**config.mk**
```make
export PLATFORM = sky130hd
export DESIGN_NAME = eth_rx_decoder_flat
export DESIGN_NICKNAME = d
export VERILOG_FILES = /design/src/design/eth_pkg.sv /design/src/design/eth_stream_if.sv /design/src/design/eth_rx_decoder.sv /design/src/flat_wrapper.sv
export VERILOG_INCLUDE_DIRS = /design/src /design/src/design
export SDC_FILE = /design/constraint.sdc
export NUM_CORES = 1
export LEC_CHECK = 0
export BUFFER_PORTS_ARGS = -buffer_cell sky130_fd_sc_hd__buf_2
export CORE_UTILIZATION = 35
export CTS_BUF_LIST = sky130_fd_sc_hd__clkbuf_8
export DETAILED_ROUTE_END_ITERATION = 6
export PLACE_DENSITY = 0.58
export SLEW_MARGIN = 20
export SYNTH_ARGS = -nofsm -noshare
export SYNTH_HDL_FRONTEND = slang
export SYNTH_SLANG_ARGS = --single-unit
```
**constraint.sdc**
```tcl
create_clock -name logic_clk -period 5.2 [get_ports logic_clk]
set_clock_uncertainty 0.15 [all_clocks]
set_input_delay 0.26 -clock logic_clk [delete_from_list [all_inputs] [get_ports logic_clk]]
set_output_delay 0.26 -clock logic_clk [all_outputs]
set_load 0.005 [all_outputs]
```
**src/design/eth_cfg.svh**
```systemverilog
// Ethernet MAC subsystem configuration: widths, FIFO sizing and register reset values.
`ifndef ETH_CFG_SVH
`define ETH_CFG_SVH

// Stream and line word widths.
`define ETH_DATA_W 32
`define ETH_KEEP_W 4

// Frame FIFO sizing.
`define ETH_FIFO_DEPTH 64
`define ETH_MAX_FRAME_WORDS 16

// Register reset values.
`define ETH_IFG_RESET 3
`define ETH_CTRL_RESET 2'b11

`endif
```
**src/design/eth_pkg.sv**
```systemverilog
// Ethernet MAC shared types: sync headers, control words, line word and register map.
package eth_pkg;

    typedef enum logic [1:0] {
        HDR_DATA = 2'b01,
        HDR_CTRL = 2'b10
    } eth_hdr_t;

    typedef enum logic [7:0] {
        CTRL_IDLE  = 8'h1e,
        CTRL_START = 8'h78,
        CTRL_TERM  = 8'h87
    } eth_ctrl_type_t;

    typedef struct packed {
        eth_ctrl_type_t ctype;      // Block type.
        logic [7:0]     last_bytes; // Valid bytes in final data word, TERM only.
        logic [15:0]    rsvd;
    } eth_ctrl_word_t;

    // The sync header picks which view is valid.
    typedef union packed {
        logic [31:0]    raw;
        eth_ctrl_word_t ctrl;
    } eth_line_word_u;

    typedef enum logic [7:0] {
        REG_CTRL         = 8'h00,
        REG_IFG          = 8'h04,
        REG_TX_GOOD      = 8'h08,
        REG_TX_BAD       = 8'h0c,
        REG_RX_GOOD      = 8'h10,
        REG_RX_BAD       = 8'h14,
        REG_RX_BAD_BLOCK = 8'h18
    } eth_reg_addr_t;

endpackage

```
**src/design/eth_stream_if.sv**
```systemverilog
// Frame stream interface with byte enables and a bad-frame flag on the last beat.
`timescale 1ns/10ps
`include "eth_cfg.svh"

interface eth_stream_if;

    logic [`ETH_DATA_W-1:0] tdata;
    logic [`ETH_KEEP_W-1:0] tkeep;
    logic                   tvalid;
    logic                   tready;
    logic                   tlast;
    logic                   tuser;  // Bad frame, valid with tlast.

    modport src (
        output tdata, tkeep, tvalid, tlast, tuser,
        input  tready
    );

    modport snk (
        input  tdata, tkeep, tvalid, tlast, tuser,
        output tready
    );

endinterface

```
**src/design/eth_rx_decoder.sv**
```systemverilog
// Receive decoder that rebuilds frames from line blocks and flags broken blocks.
`timescale 1ns/10ps
`include "eth_cfg.svh"

module eth_rx_decoder (
    input  logic                   logic_clk,
    input  logic                   logic_rst,
    input  logic [`ETH_DATA_W-1:0] serdes_rx_data,
    input  logic [1:0]             serdes_rx_hdr,
    input  logic                   rx_enable,
    eth_stream_if.src              out,
    output logic                   bad_block
);

    import eth_pkg::*;

    localparam int KEEP_W = `ETH_KEEP_W;

    typedef enum logic {ST_IDLE, ST_FRAME} state_t;

    state_t                 state;
    eth_line_word_u         blk;
    logic                   is_data;
    logic                   is_ctrl;
    logic                   is_start;
    logic                   is_term;
    logic                   blk_err;
    logic                   emit;
    logic [KEEP_W-1:0]      term_keep;
    logic [`ETH_DATA_W-1:0] hold_data;  // Word waiting for the next block.
    logic                   hold_valid;
    logic                   frame_err;

    assign blk      = serdes_rx_data;
    assign is_data  = serdes_rx_hdr == HDR_DATA;
    assign is_ctrl  = serdes_rx_hdr == HDR_CTRL;
    assign is_start = is_ctrl && blk.ctrl.ctype == CTRL_START;
    assign is_term  = is_ctrl && blk.ctrl.ctype == CTRL_TERM;
    assign blk_err  = !is_data && !is_start && !is_term &&
                      !(is_ctrl && blk.ctrl.ctype == CTRL_IDLE);  // Bad header or type.

    // A START in a frame closes the held word as a bad frame.
    assign emit = rx_enable && state == ST_FRAME &&
                  ((is_data && hold_valid) || is_term || is_start);

    assign term_keep = (blk.ctrl.last_bytes >= 8'(KEEP_W)) ? '1 :
                       KEEP_W'((1 << blk.ctrl.last_bytes) - 1);

    always_ff @(posedge logic_clk or posedge logic_rst) begin
        if (logic_rst) begin
            state      <= ST_IDLE;
            hold_valid <= 1'b0;
            frame_err  <= 1'b0;
            out.tvalid <= 1'b0;
            bad_block  <= 1'b0;
        end else begin
            out.tvalid <= emit;
            bad_block  <= rx_enable &&
                          (blk_err || (state == ST_IDLE ? is_data : is_start));
            if (rx_enable && (state == ST_IDLE ? is_start : (is_start || is_term))) begin
                hold_valid <= 1'b0;
                frame_err  <= 1'b0;
                state      <= is_term ? ST_IDLE : ST_FRAME;
            end else if (rx_enable && state == ST_FRAME) begin
                if (is_data) hold_valid <= 1'b1;
                if (blk_err) frame_err <= 1'b1;  // Closed at TERM.
            end
        end
    end

    always_ff @(posedge logic_clk) begin
        if (emit) begin
            out.tdata <= hold_data;
            out.tkeep <= is_term ? term_keep : '1;
            out.tlast <= !is_data;
            out.tuser <= is_start || frame_err || !hold_valid;
        end
        if (rx_enable && is_data) hold_data <= blk.raw;
    end

endmodule

```
**src/flat_wrapper.sv**
```systemverilog
// flat-port wrapper written by rule: the top's interface ports become plain ports
module eth_rx_decoder_flat import eth_pkg::*;
  (logic_clk, logic_rst, serdes_rx_data, serdes_rx_hdr, rx_enable, bad_block, out_tdata, out_tkeep, out_tvalid, out_tlast, out_tuser, out_tready);
  eth_stream_if out_i ();
  input  logic logic_clk;
  input  logic logic_rst;
  input  logic [`ETH_DATA_W-1:0] serdes_rx_data;
  input  logic [1:0] serdes_rx_hdr;
  input  logic rx_enable;
  output logic bad_block;
  output wire logic [$bits(out_i.tdata)-1:0] out_tdata;
  output wire logic [$bits(out_i.tkeep)-1:0] out_tkeep;
  output wire logic [$bits(out_i.tvalid)-1:0] out_tvalid;
  output wire logic [$bits(out_i.tlast)-1:0] out_tlast;
  output wire logic [$bits(out_i.tuser)-1:0] out_tuser;
  input wire logic [$bits(out_i.tready)-1:0] out_tready;
  assign out_tdata = out_i.tdata;
  assign out_tkeep = out_i.tkeep;
  assign out_tvalid = out_i.tvalid;
  assign out_tlast = out_i.tlast;
  assign out_tuser = out_i.tuser;
  assign out_i.tready = out_tready;
  eth_rx_decoder u_core (.logic_clk(logic_clk), .logic_rst(logic_rst), .serdes_rx_data(serdes_rx_data), .serdes_rx_hdr(serdes_rx_hdr), .rx_enable(rx_enable), .out(out_i), .bad_block(bad_block));
endmodule
```
# --- Yosys cells after proc, flatten, opt, wreduce, memory -nomap -nowiden ---
# Cells that the tools add are included.
word_totals:
  register_bits: 75
  output_inout_bits: 40
op_classes:
  n_addsub: 1
  order_cmp: 1
  eq_ne: 5
  shift: 1
  muxes: 9
  bitwise: 1
  reduce_logical: 29
ops:
  columns: ["operator", "n"]
  rows:
  - ["$logic_and A1 B1 Y1", 12]
  - ["$mux W1", 9]
  - ["$eq A8 B5 Y1 const B", 1]
  - ["$eq A8 B7 Y1 const B", 1]
  - ["$eq A8 B8 Y1 const B", 1]
  - ["$ge A8 B3 Y1 const B", 1]
  - ["$shl A1 B8 Y4 const A", 1]
  - ["$logic_or A1 B1 Y1", 6]
  - ["$reduce_bool A2 Y1", 3]
  - ["$logic_not A1 Y1", 5]
  - ["$reduce_and A2 Y1", 2]
  - ["$sub A4 B2 Y4 const B", 1]
  - ["$eq A2 B1 Y1 const B", 1]
  - ["$eq A2 B2 Y1 const B", 1]
  - ["$reduce_or A2 Y1", 1]
  - ["$not A1 Y1", 1]

# --- Logic depth before layout (Yosys ltp) ---
# Gate-level depths: netlist of the first run.
logic_depth:
  depth_word: 9
  ltp_mapped: 7
  mapped_depth_nobuf: 7

# --- Worst setup path before layout of the first run ---
# Ideal clock, no wire load.
synth_path:
  path_kind: "input to register"
  start: "in serdes_rx_data[31]"
  end: "reg u_core.out.tdata[0] (enable)"
  setup_time_ps: 494
  arrival_time_ps: 3713
  required_ps: 4556
  slack_ps: 843
  path_stages: 5
  n_path_buf: 1
  cell_sequence: "and4bb_1 > and3_1 > buf_6 > a21oi_1 > a21boi_0"
synth_via:
  elab_chain_cells: 5
  word_cells_on_any_way: 7
  cone_classes: "eq/ne: 2; reduce/logical: 5"
synth_lines:
  columns: ["item", "line", "source"]
  rows:
  - ["start: declaration", "flat_wrapper.sv:7", "input logic [`ETH_DATA_W-1:0] serdes_rx_data;"]
  - ["$eq A8 B8 Y1", "eth_rx_decoder.sv:38", "assign is_term = is_ctrl && blk.ctrl.ctype == CTRL_TERM;"]
  - ["$logic_and A1 B1 Y1", "eth_rx_decoder.sv:38", null]
  - ["$logic_or A1 B1 Y1", "eth_rx_decoder.sv:44", "((is_data && hold_valid) || is_term || is_start);"]
  - ["$logic_or A1 B1 Y1 (*)", "eth_rx_decoder.sv:44", null]
  - ["$logic_and A1 B1 Y1 (*)", "eth_rx_decoder.sv:43", "assign emit = rx_enable && state == ST_FRAME &&"]
  - ["net u_core.emit", "eth_rx_decoder.sv:28", "logic emit;"]
  - ["end signal: assignment", "eth_rx_decoder.sv:73", "out.tdata <= hold_data;"]
  - ["end: declaration", "eth_stream_if.sv:15", "output tdata, tkeep, tvalid, tlast, tuser,"]
# Mark *: on every way through the listed nets, which the timed path passes. The rest lies on a longest branch.
# A chain may end at the register's enable or synchronous reset.

# --- Worst setup path in the final report of the first run ---
layout_path:
  start: "in serdes_rx_data[31]"
  end: "reg u_core.out.tdata[5] (enable)"
# Same word-level chain as after synthesis.

==> impl_metrics.py, run 1 <==
metrics = {
    "outcome": {
        "outcome": "complete, no violations",
    },
    "yosys": {
        "synth-seq-cells": 75,
        "synth.yosys.seq_area_share_pct": 88.43,
        "synth_cell_type_count": 26,
        "ys_top_cells_by_count": "edfxtp_1 (70), nand2_1 (8), dfrtp_1 (5)",
        "syn_area_um2": 2519,
        "syn_inst": 117,
        "synthArstFlopShare_pct": 6.667,
        "synth_top_area_share_pct": 83.46,
        "synth.most_common_cell": "edfxtp_1",
        "yosys-top-cells-area": "edfxtp_1 (83%), dfrtp_1 (5.0%), nand2_1 (1.2%)",
        "yosys.area.top_type": "edfxtp_1",
        "syn_avg_cell_area_um2": 21.53,
        "synth_nets": 156,
        "ys_warn_count": 0,
        "synth-edff-count": 70,
        "ys.flop_type": "edfxtp_1",
    },
    "power_and_ir_drop": {
        "p_sw_share_pct": 20.18,
        "pwr_density_cell_nw_per_um2": 326.8,
        "irDropWorstVdd_v": 0.0001179,
        "p_int_w": 0.0009321,
        "p_leak_nw": 1.379,
        "p_seq_share_pct": 58.2,
        "p_switching_w": 0.0002357,
        "power_frac_comb_pct": 4.5,
        "fin_total_pwr_w": 0.001168,
        "clkPwrFrac_pct": 37.3,
    },
    "critical_path": {
        "r2r_slack_ps": 3360,
        "cp.required_ps": 5040,
        "reg2regPathDepth": 3,
        "critPathBufInv": 3,
        "worstPathArrival_ps": 2390,
        "slowest_stage": "dlygate4sd3_1",
        "worst-setup-path-type": "in2reg",
        "critPathLaunchType": "primary input",
        "crit_cells": 7,
        "cp_max_fo": 34,
        "endpoint_kind": "flip-flop",
        "slowest_delay_ps": 550,
        "cp_cell_sequence": "dlygate4sd3_1 -> buf_2 -> and4bb_1 -> and3_1 -> a21oi_1 -> a21boi_4 -> buf_4",
        "cp_top_family": "buffers and inverters",
    },
    "die": {
        "num_rows": 30,
        "core_um2": 6869,
        "dieArea_um2": 7539,
        "die_w_um": 86.83,
        "initial_core_util_pct": 36.67,
        "ios": 78,
        "die_h_um": 86.83,
    },
    "clocking": {
        "cts.sinks": 75,
        "cts_tree": "yes",
        "cts_root_buffer": "clkbuf_8",
        "path_clk_slew_ps": 80,
        "cts_buffer_depth": 2,
        "cts_buffers": 9,
        "cts-htree-levels": 3,
        "cts_setup_buffers": 0,
        "insertion_delay_ps": 330,
        "cts_resized": 0,
    },
    "route": {
        "totalWireLength_um": 4357,
        "vias": 1417,
        "dr.pass1.iters": 4,
        "wl_per_cell_um": 12.81,
        "drc": 0,
        "drtIter0Drc": 35,
        "viasPerCell": 4.168,
        "antenna_left": 0,
    },
    "cells_and_area": {
        "finalNetCount": 278,
        "final_util_pct": 52.02,
        "n_antenna_cell": 0,
        "drive_gt1_share_pct": 40.57,
        "area_delta_synth_final_pct": 41.88,
        "stdcell_count": 340,
    },
    "timing": {
        "slew_viol_final": 0,
        "slew_headroom_pct": 71.87,
        "fin_crit_ps": 2555,
        "tightest_slew_ps": 421.9,
        "tns_ps": 0,
        "setup_viol": 0,
        "fmax_ghz": 0.3914,
        "rsz0062_at_grt": "false",
        "finalCritPeriodShare_pct": 49.13,
        "hold_viol_final": 0,
    },
    "grt": {
        "grt_pass1_wl_um": 6651,
        "grt_use_total_pct": 12.34,
        "gr-usage-met3_pct": 6.381,
        "overflow": 0,
        "use_met1_pct": 14.70,
        "antenna_found_initial": 0,
        "grt_max_degree": 35,
        "met2_usage_pct": 19.76,
        "first_global_vias": 1429,
        "top_usage_layer": "met2",
    },
    "place": {
        "port_buffers": 76,
        "placed_cells": 290,
        "dpl.hpwl_um": 2766,
        "gp_congestion": 0.7699,
    },
    "hold_path": {
        "hp-class": "in2reg",
        "hold_path_depth": 3,
    },
    "flow_run": {
        "drv_cap": 0,
    },
}
## cell families after synthesis
family,synth area share [%]
DFF,88.43
and+or+nand+nor,6.557
AOI/OAI and AO/OA,3.279
buffers and inverters,0.8941
xor gates and xnor gates,0.3478
adders and majority gates,0.4967
## worst min-delay path, stage by stage
cell and delay [ps]:
buf_2 80, nor2b_1 70, inv_1 80
## final timing paths
kind / end / from
min in group asynchronous: u_core.out.tvalid / logic_rst
max: u_core.out.tdata[5] / serdes_rx_data[31]
max in group asynchronous: u_core.hold_valid / logic_rst
min: u_core.out.tlast / serdes_rx_hdr[1]
max reg2reg: u_core.out.tdata[5] / u_core.state
min reg2reg: u_core.out.tdata[25] / u_core.hold_data[25]
## power by group through the flow
stage / logic [W] / registers [W] / clock network [W]
floorplan: 0.0000125 / 0.000692 / 0
global placement: 0.0000325 / 0.000692 / 0
detailed placement: 0.0000329 / 0.000693 / 0
CTS: 0.0000529 / 0.000679 / 0.000454
global route: 0.0000583 / 0.000680 / 0.000482
finish: 0.0000529 / 0.000679 / 0.000436
## registers in the layout (all words and copies together) (netlist names)
signal and flops:
u_core.bad_block 1, u_core.out.tuser 1, u_core.hold_data 32, u_core.state 1
u_core.out.tkeep 4, u_core.out.tvalid 1, u_core.out.tlast 1, u_core.out.tdata 32
u_core.frame_err 1, u_core.hold_valid 1
## through the flow
step	setup WS (ps)	area (µm²)	hold WS, ps
floorplan	843.5	2519	-111.5
detailed placement	2822	3034	21.39
global route	2542	3573	142.9
CTS	2637	3573	103.5
finish	2645	3573	118.4
global placement	2856	3034	15.72
## final cells by class
cell class	instances	area, µm²
Clock buffer	9	123.9
Clock inverter	7	75.07
Fill cell	595	3296
Inverter	3	11.26
Multi-Input combinational cell	38	280.3
Sequential cell	75	2227
Tap cell	96	120.1
Timing Repair Buffer	112	735.7
## repair_timing
action,in CTS,in global routing
hold endpoints to repair,38,0
hold buffers,34,0
setup endpoints to repair,0,0
## cell usage in the layout (no fill, tap or decap)
cell | netlist | layout
a22oi_1 | 1 | 1
edfxtp_1 | 70 | 70
buf_4 | 0 | 2
and2_1 | 2 | 2
and4bb_2 | 2 | 2
inv_6 | 0 | 2
nor4bb_1 | 1 | 1
bufinv_16 | 0 | 1
or3b_1 | 1 | 1
and4bb_1 | 1 | 1
o2bb2ai_2 | 1 | 1
a21oi_1 | 3 | 3
or2_1 | 1 | 1
nor2b_1 | 3 | 3
buf_2 | 0 | 76
ha_1 | 1 | 1
nor2_1 | 3 | 3
nor4_1 | 1 | 1
dlygate4sd3_1 | 0 | 34
xnor2_1 | 1 | 1
nand3_1 | 1 | 1
and3_1 | 2 | 2
clkbuf_8 | 0 | 9
nand2_1 | 8 | 8
dfrtp_1 | 5 | 5
clkinv_1 | 0 | 1
or3_1 | 1 | 1
clkinvlp_4 | 0 | 2
inv_1 | 3 | 3
clkinv_4 | 0 | 1
a21boi_4 | 0 | 1
a22o_1 | 1 | 1
o221a_4 | 1 | 1
a21oi_2 | 1 | 1
## layer usage
metal	part of all wire, %	vias up
met5	0	-
met4	0.57	0
met3	7.5	6
met2	46	61
met1	46	651
li1	-	699
Power figures use the tool's default switching activity.
==> inputs of run 2 (changes only) <==
--- a/config.mk
+++ b/config.mk
@@ -6,6 +6,7 @@
 export SDC_FILE = /design/constraint.sdc
 export NUM_CORES = 1
 export LEC_CHECK = 0
+export ABC_AREA = 1
 export BUFFER_PORTS_ARGS = -buffer_cell sky130_fd_sc_hd__buf_2
 export CORE_UTILIZATION = 35
 export CTS_BUF_LIST = sky130_fd_sc_hd__clkbuf_8
==> constraint.sdc (replaced) <==
create_clock -name logic_clk -period 2.6 [get_ports logic_clk]
set_clock_uncertainty 0.15 [all_clocks]
set_input_delay 0.13 -clock logic_clk [delete_from_list [all_inputs] [get_ports logic_clk]]
set_output_delay 0.13 -clock logic_clk [all_outputs]
set_load 0.005 [all_outputs]
==> impl_metrics.py, run 2 <==
metrics = {
    "hold_path": {
        "hp-class": "in2reg",
    },
    "power_and_ir_drop": {
        "clkPwrFrac_pct": 41.9,
        "p_leak_nw": 1.487,
        "p_switching_w": 0.0004738,
        "pwr_density_cell_nw_per_um2": 682.6,
        "fin_total_pwr_w": 0.002521,
        "p_sw_share_pct": 18.79,
        "p_seq_share_pct": 53.7,
        "p_int_w": 0.002048,
        "power_frac_comb_pct": 4.5,
        "irDropWorstVdd_v": 0.0002482,
    },
    "cells_and_area": {
        "n_antenna_cell": 0,
        "area_delta_synth_final_pct": 44.28,
        "layout.cells.most_common": "buf_2",
        "finalNetCount": 307,
        "reg.largest.list": "u_core.hold_data (32), u_core.out.tdata (32), u_core.out.tkeep (4)",
        "drive_gt1_share_pct": 38.46,
        "final_cell_mix": "buf_2 (76), edfxtp_1 (70), dlygate4sd3_1 (35)",
        "final_cell_area_um2": 3694,
        "final_util_pct": 53.19,
    },
    "grt": {
        "grt_max_degree": 33,
        "antenna_found_initial": 0,
        "grt_pass1_wl_um": 7107,
        "first_global_vias": 1594,
        "overflow": 0,
        "grt_use_total_pct": 12.75,
    },
    "timing": {
        "fin_crit_ps": 2080,
        "hold_viol_final": 0,
        "setup_viol": 0,
        "rsz0062_at_grt": "false",
        "fmax_ghz": 0.4808,
        "tns_ps": 0,
        "slew_viol_final": 0,
        "tightest_slew_ps": 414.0,
        "fin_ws_ps": 520.0,
        "finalCritPeriodShare_pct": 80.00,
        "slew_headroom_pct": 72.40,
    },
    "clocking": {
        "cts_buffer_depth": 2,
        "cts_root_buffer": "clkbuf_8",
        "cts_buffers": 9,
        "path_clk_slew_ps": 80,
        "cts_resized": 0,
        "cts_setup_buffers": 0,
        "cts.sinks": 75,
        "ctsHoldBuffers": 35,
        "insertion_delay_ps": 330,
        "cts-htree-levels": 3,
        "cts_tree": "yes",
    },
    "route": {
        "top_layer": "met4",
        "drtIter0Drc": 33,
        "drc": 0,
        "wl_met3_um": 278,
        "vias": 1541,
        "wl_per_cell_um": 12.50,
        "wl_met1_um": 2074,
        "totalWireLength_um": 4611,
        "antenna_left": 0,
        "dr.pass1.iters": 4,
        "routed-wl-met2_um": 2201,
        "viasPerCell": 4.176,
    },
    "flow_run": {
        "drv_cap": 0,
    },
    "place": {
        "gp_congestion": 0.7940,
        "port_buffers": 76,
        "place_area_um2": 3103,
        "dpl.hpwl_um": 3073,
        "place_ws_ps": 719.2,
    },
    "yosys": {
        "synth_nets": 183,
        "synth.most_common_cell": "edfxtp_1",
        "yosys-top-cells-area": "edfxtp_1 (82%), dfrtp_1 (4.9%), inv_1 (2.2%)",
        "yosys.area.top_type": "edfxtp_1",
        "synth_top_area_share_pct": 82.11,
        "ys.flop_type": "edfxtp_1",
        "synthArstFlopShare_pct": 6.667,
        "synth-seq-cells": 75,
        "syn_avg_cell_area_um2": 17.78,
        "syn_area_um2": 2560,
        "ys_warn_count": 0,
        "ys_top_cells_by_count": "edfxtp_1 (70), inv_1 (15), nand2_1 (15), nor2_1 (15), dfrtp_1 (5)",
        "synth_cell_type_count": 18,
        "synth.yosys.seq_area_share_pct": 87.00,
        "synth-edff-count": 70,
        "syn_inst": 144,
    },
    "critical_path": {
        "slowest_delay_ps": 540,
        "cp_cell_sequence": "dlygate4sd3_1 -> buf_2 -> nor3_2 -> nand3_2 -> nand2_2 -> a21oi_1 -> nor2_4 -> buf_12",
        "slowest_stage": "dlygate4sd3_1",
        "cp.required_ps": 2480,
        "critPathLaunchType": "primary input",
        "worstPathArrival_ps": 1960,
        "cp_max_fo": 28,
        "worst-setup-path-type": "in2reg",
        "endpoint_kind": "flip-flop",
    },
    "die": {
        "initial_core_util_pct": 36.86,
        "die_w_um": 87.52,
        "die_h_um": 87.52,
        "num_rows": 30,
        "core_um2": 6944,
        "ios": 78,
        "dieArea_um2": 7660,
    },
    "outcome": {
        "outcome": "complete, no violations",
    },
}
run 2: power by group through the flow:
stage / registers (W) / logic, W / clock network, W
global route: 0.00136 / 0.000126 / 0.00114
finish: 0.00135 / 0.000113 / 0.00106
CTS: 0.00135 / 0.000114 / 0.00108
global placement: 0.00138 / 0.0000704 / 0
floorplan: 0.00138 / 0.0000272 / 0
detailed placement: 0.00138 / 0.0000723 / 0
run 2: worst max-delay path, delay by kind of cell:
kind | cells | cell delay [ps]
AND/OR/NAND/NOR | 4 | 820
buffers and inverters | 3 | 930
AO/OA/AOI/OAI | 1 | 70
run 2: path summary, 6_finish.rpt:
| path | slack (ps) | start | endpoint | depth (start not counted) |
|---|---|---|---|---|
| worst max-delay path | 520 | serdes_rx_data[27] | u_core.out.tdata[7] | 8 |
| max in group asynchronous | 2050 | logic_rst | u_core.state | 3 |
| worst min-delay path | 70 | serdes_rx_hdr[0] | u_core.hold_valid | 5 |
| worst max register to register | 980 | u_core.state | u_core.out.tdata[7] | 3 |
| min in group asynchronous | 80 | logic_rst | u_core.bad_block | 3 |
| worst min register to register | 270 | u_core.hold_data[12] | u_core.out.tdata[12] | 0 |
run 2: logic make-up (layout without fill, tap and decap cells):
| group | after synthesis | in the layout | share of synthesized area, % |
|---|---|---|---|
| AO/OA/AOI/OAI | 5 | 5 | 1.027 |
| XOR/XNOR | 1 | 1 | 0.3422 |
| adder cells (fa/ha/maj) | 1 | 1 | 0.4887 |
| buffers and inverters | 16 | 145 | 2.346 |
| flip-flops | 75 | 75 | 87.00 |
| multiplexers | 1 | 1 | 0.3910 |
| AND/OR/NAND/NOR | 45 | 45 | 8.406 |
run 2: final cells by class:
type,instances,area [µm²]
multi-input cells,53,287.8
clock buffers,9,123.9
flip-flops and latches,75,2227
inverters,16,60.06
clock inverters,7,116.4
well taps,96,120.1
repair buffers,113,758.2
fillers,587,3251
run 2: metal layers:
| layer | track usage, % | up-vias |
|---|---|---|
| li1 | - | 760 |
| met1 | 15.06 | 709 |
| met2 | 21.24 | 66 |
| met3 | 3.791 | 6 |
| met4 | 6.408 | 0 |
| met5 | 0 | - |
run 2: per-stage QoR:
stage | hold slack (ps) | std cells
after floorplan | -241.5 | 144
after global placement | -116.6 | 318
after detailed placement | -112.7 | 318
after CTS | 48.48 | 369
after global routing | 82.78 | 369
final | 68.28 | 369
==> inputs of run 3 (changes only) <==
==> constraint.sdc (replaced) <==
create_clock -name logic_clk -period 2.12 [get_ports logic_clk]
set_clock_uncertainty 0.15 [all_clocks]
set_input_delay 0.106 -clock logic_clk [delete_from_list [all_inputs] [get_ports logic_clk]]
set_output_delay 0.106 -clock logic_clk [all_outputs]
set_load 0.005 [all_outputs]
==> impl_metrics.py, run 3 (same netlist as run 2, synthesis figures left out) <==
metrics = {
    "critical_path": {
        "critPathLaunchType": "primary input",
        "cp_cell_sequence": "dlygate4sd3_1 -> buf_2 -> inv_1 -> nand2_1 -> nor2_1 -> nand3_2 -> nand2_2 -> a21oi_1 -> nor2_4 -> buf_4",
        "worst-setup-path-type": "in2reg",
        "reg2regPathDepth": 3,
        "slowest_delay_ps": 540,
        "slowest_stage": "dlygate4sd3_1",
        "worstPathArrival_ps": 1790,
        "cp.required_ps": 1970,
        "crit_cells": 10,
        "critPathBufInv": 4,
        "endpoint_kind": "flip-flop",
        "cp_top_family": "buffers and inverters",
        "cp_max_fo": 26,
    },
    "timing": {
        "fin_crit_ps": 1935,
        "setup_viol": 0,
        "tightest_slew_ps": 398.0,
        "tns_ps": 0,
        "slew_viol_final": 0,
        "fmax_ghz": 0.5167,
        "finalCritPeriodShare_pct": 91.29,
        "rsz0062_at_grt": "false",
        "hold_viol_final": 0,
        "slew_headroom_pct": 73.47,
    },
    "clocking": {
        "cts_resized": 0,
        "ctsHoldBuffers": 35,
        "insertion_delay_ps": 320,
        "cts_root_buffer": "clkbuf_8",
        "path_clk_slew_ps": 70,
        "cts-htree-levels": 3,
        "cts_buffers": 9,
        "cts.sinks": 75,
        "cts_setup_buffers": 0,
        "cts_buffer_depth": 2,
        "cts_tree": "yes",
    },
    "cells_and_area": {
        "layout.cells.most_common": "buf_2",
        "n_antenna_cell": 0,
        "fillers": 593,
        "multi_input_area_um2": 287.8,
        "final_cell_mix": "buf_2 (76), edfxtp_1 (70), dlygate4sd3_1 (35)",
        "drive_gt1_share_pct": 38.32,
        "reg.largest.list": "u_core.hold_data (32), u_core.out.tdata (32), u_core.out.tkeep (4)",
        "area.sequential_um2": 2227,
        "area_delta_synth_final_pct": 42.18,
        "finalNetCount": 308,
        "final_cell_area_um2": 3640,
    },
    "power_and_ir_drop": {
        "irDropWorstVdd_v": 0.0002416,
        "pwr_density_cell_nw_per_um2": 781.1,
        "p_leak_nw": 1.460,
    },
    "die": {
        "dieArea_um2": 7660,
        "die_h_um": 87.52,
        "initial_core_util_pct": 36.86,
        "die_w_um": 87.52,
        "ios": 78,
        "core_um2": 6944,
        "num_rows": 30,
    },
    "grt": {
        "antenna_found_initial": 0,
        "first_global_vias": 1506,
        "grt_max_degree": 33,
        "grt_use_total_pct": 12.40,
        "overflow": 0,
        "grt_pass1_wl_um": 6782,
    },
    "place": {
        "gp_congestion": 0.8459,
        "dpl.hpwl_um": 2905,
        "place_area_um2": 3098,
        "port_buffers": 76,
    },
    "route": {
        "drtIter0Drc": 25,
        "totalWireLength_um": 4499,
        "drc": 0,
        "vias": 1524,
        "viasPerCell": 4.119,
        "dr.pass1.iters": 2,
        "wl_per_cell_um": 12.16,
        "antenna_left": 0,
    },
    "hold_path": {
        "hp-class": "in2async",
    },
    "outcome": {
        "outcome": "complete, no violations",
    },
    "flow_run": {
        "drv_cap": 0,
    },
}
-- run 3: report_power, final --
part           internal [W]  total [W]  switching [W]
Combinational     0.0000786   0.000139      0.0000601
Clock              0.000540    0.00105       0.000505
Sequential          0.00165    0.00166     0.00000839
Total               0.00227    0.00284       0.000574
-- run 3: worst reg2reg max path: cells and delay by family, from the launching register on --
kind	cells	cell delay [ps]
and+or+nand+nor	2	270
DFF	1	380
buffers and inverters	1	320
-- run 3: cell type report --
| type | instances | area share [%] |
|---|---|---|
| Timing Repair Buffer | 114 | 20.69 |
| Tap cell | 96 | 3.300 |
| Clock inverter | 7 | 1.856 |
| Sequential cell | 75 | 61.19 |
| Inverter | 16 | 1.650 |
| Multi-Input combinational cell | 53 | 7.906 |
| Clock buffer | 9 | 3.403 |
-- run 3: path summary, 6_finish.rpt --
check	start	slack [ps]	endpoint
setup / recovery	serdes_rx_data[29]	180	u_core.out.tdata[8]
hold / removal	logic_rst	60	u_core.frame_err
setup reg to reg	u_core.state	670	u_core.out.tdata[8]
hold reg to reg	u_core.hold_data[22]	270	u_core.out.tdata[22]
max in group asynchronous	logic_rst	1600	u_core.state
min in group logic_clk	serdes_rx_hdr[0]	70	u_core.hold_valid
-- run 3: through the flow --
stage	util (%)	hold WS, ps	total power (W)	setup WS, ps	std cells
floorplan	-	-265.5	0.001725	358.3	144
global placement	44.61	-143.2	0.001778	410.3	319
detailed placement	44.61	-140.2	0.001780	389.4	319
CTS	52.41	33.60	0.002886	191.6	370
global route	52.41	52.17	0.002962	55.48	370
finish	52.41	58.97	0.002843	184.6	370
-- run 3: per-layer routing --
metal  GRT usage [%]  wire, µm  vias up
met3           4.550       340        7
met1           14.00      1979      693
li1                -         -      761
met4           7.452        58        0
met5               0         0        -
met2           20.17      2120       63
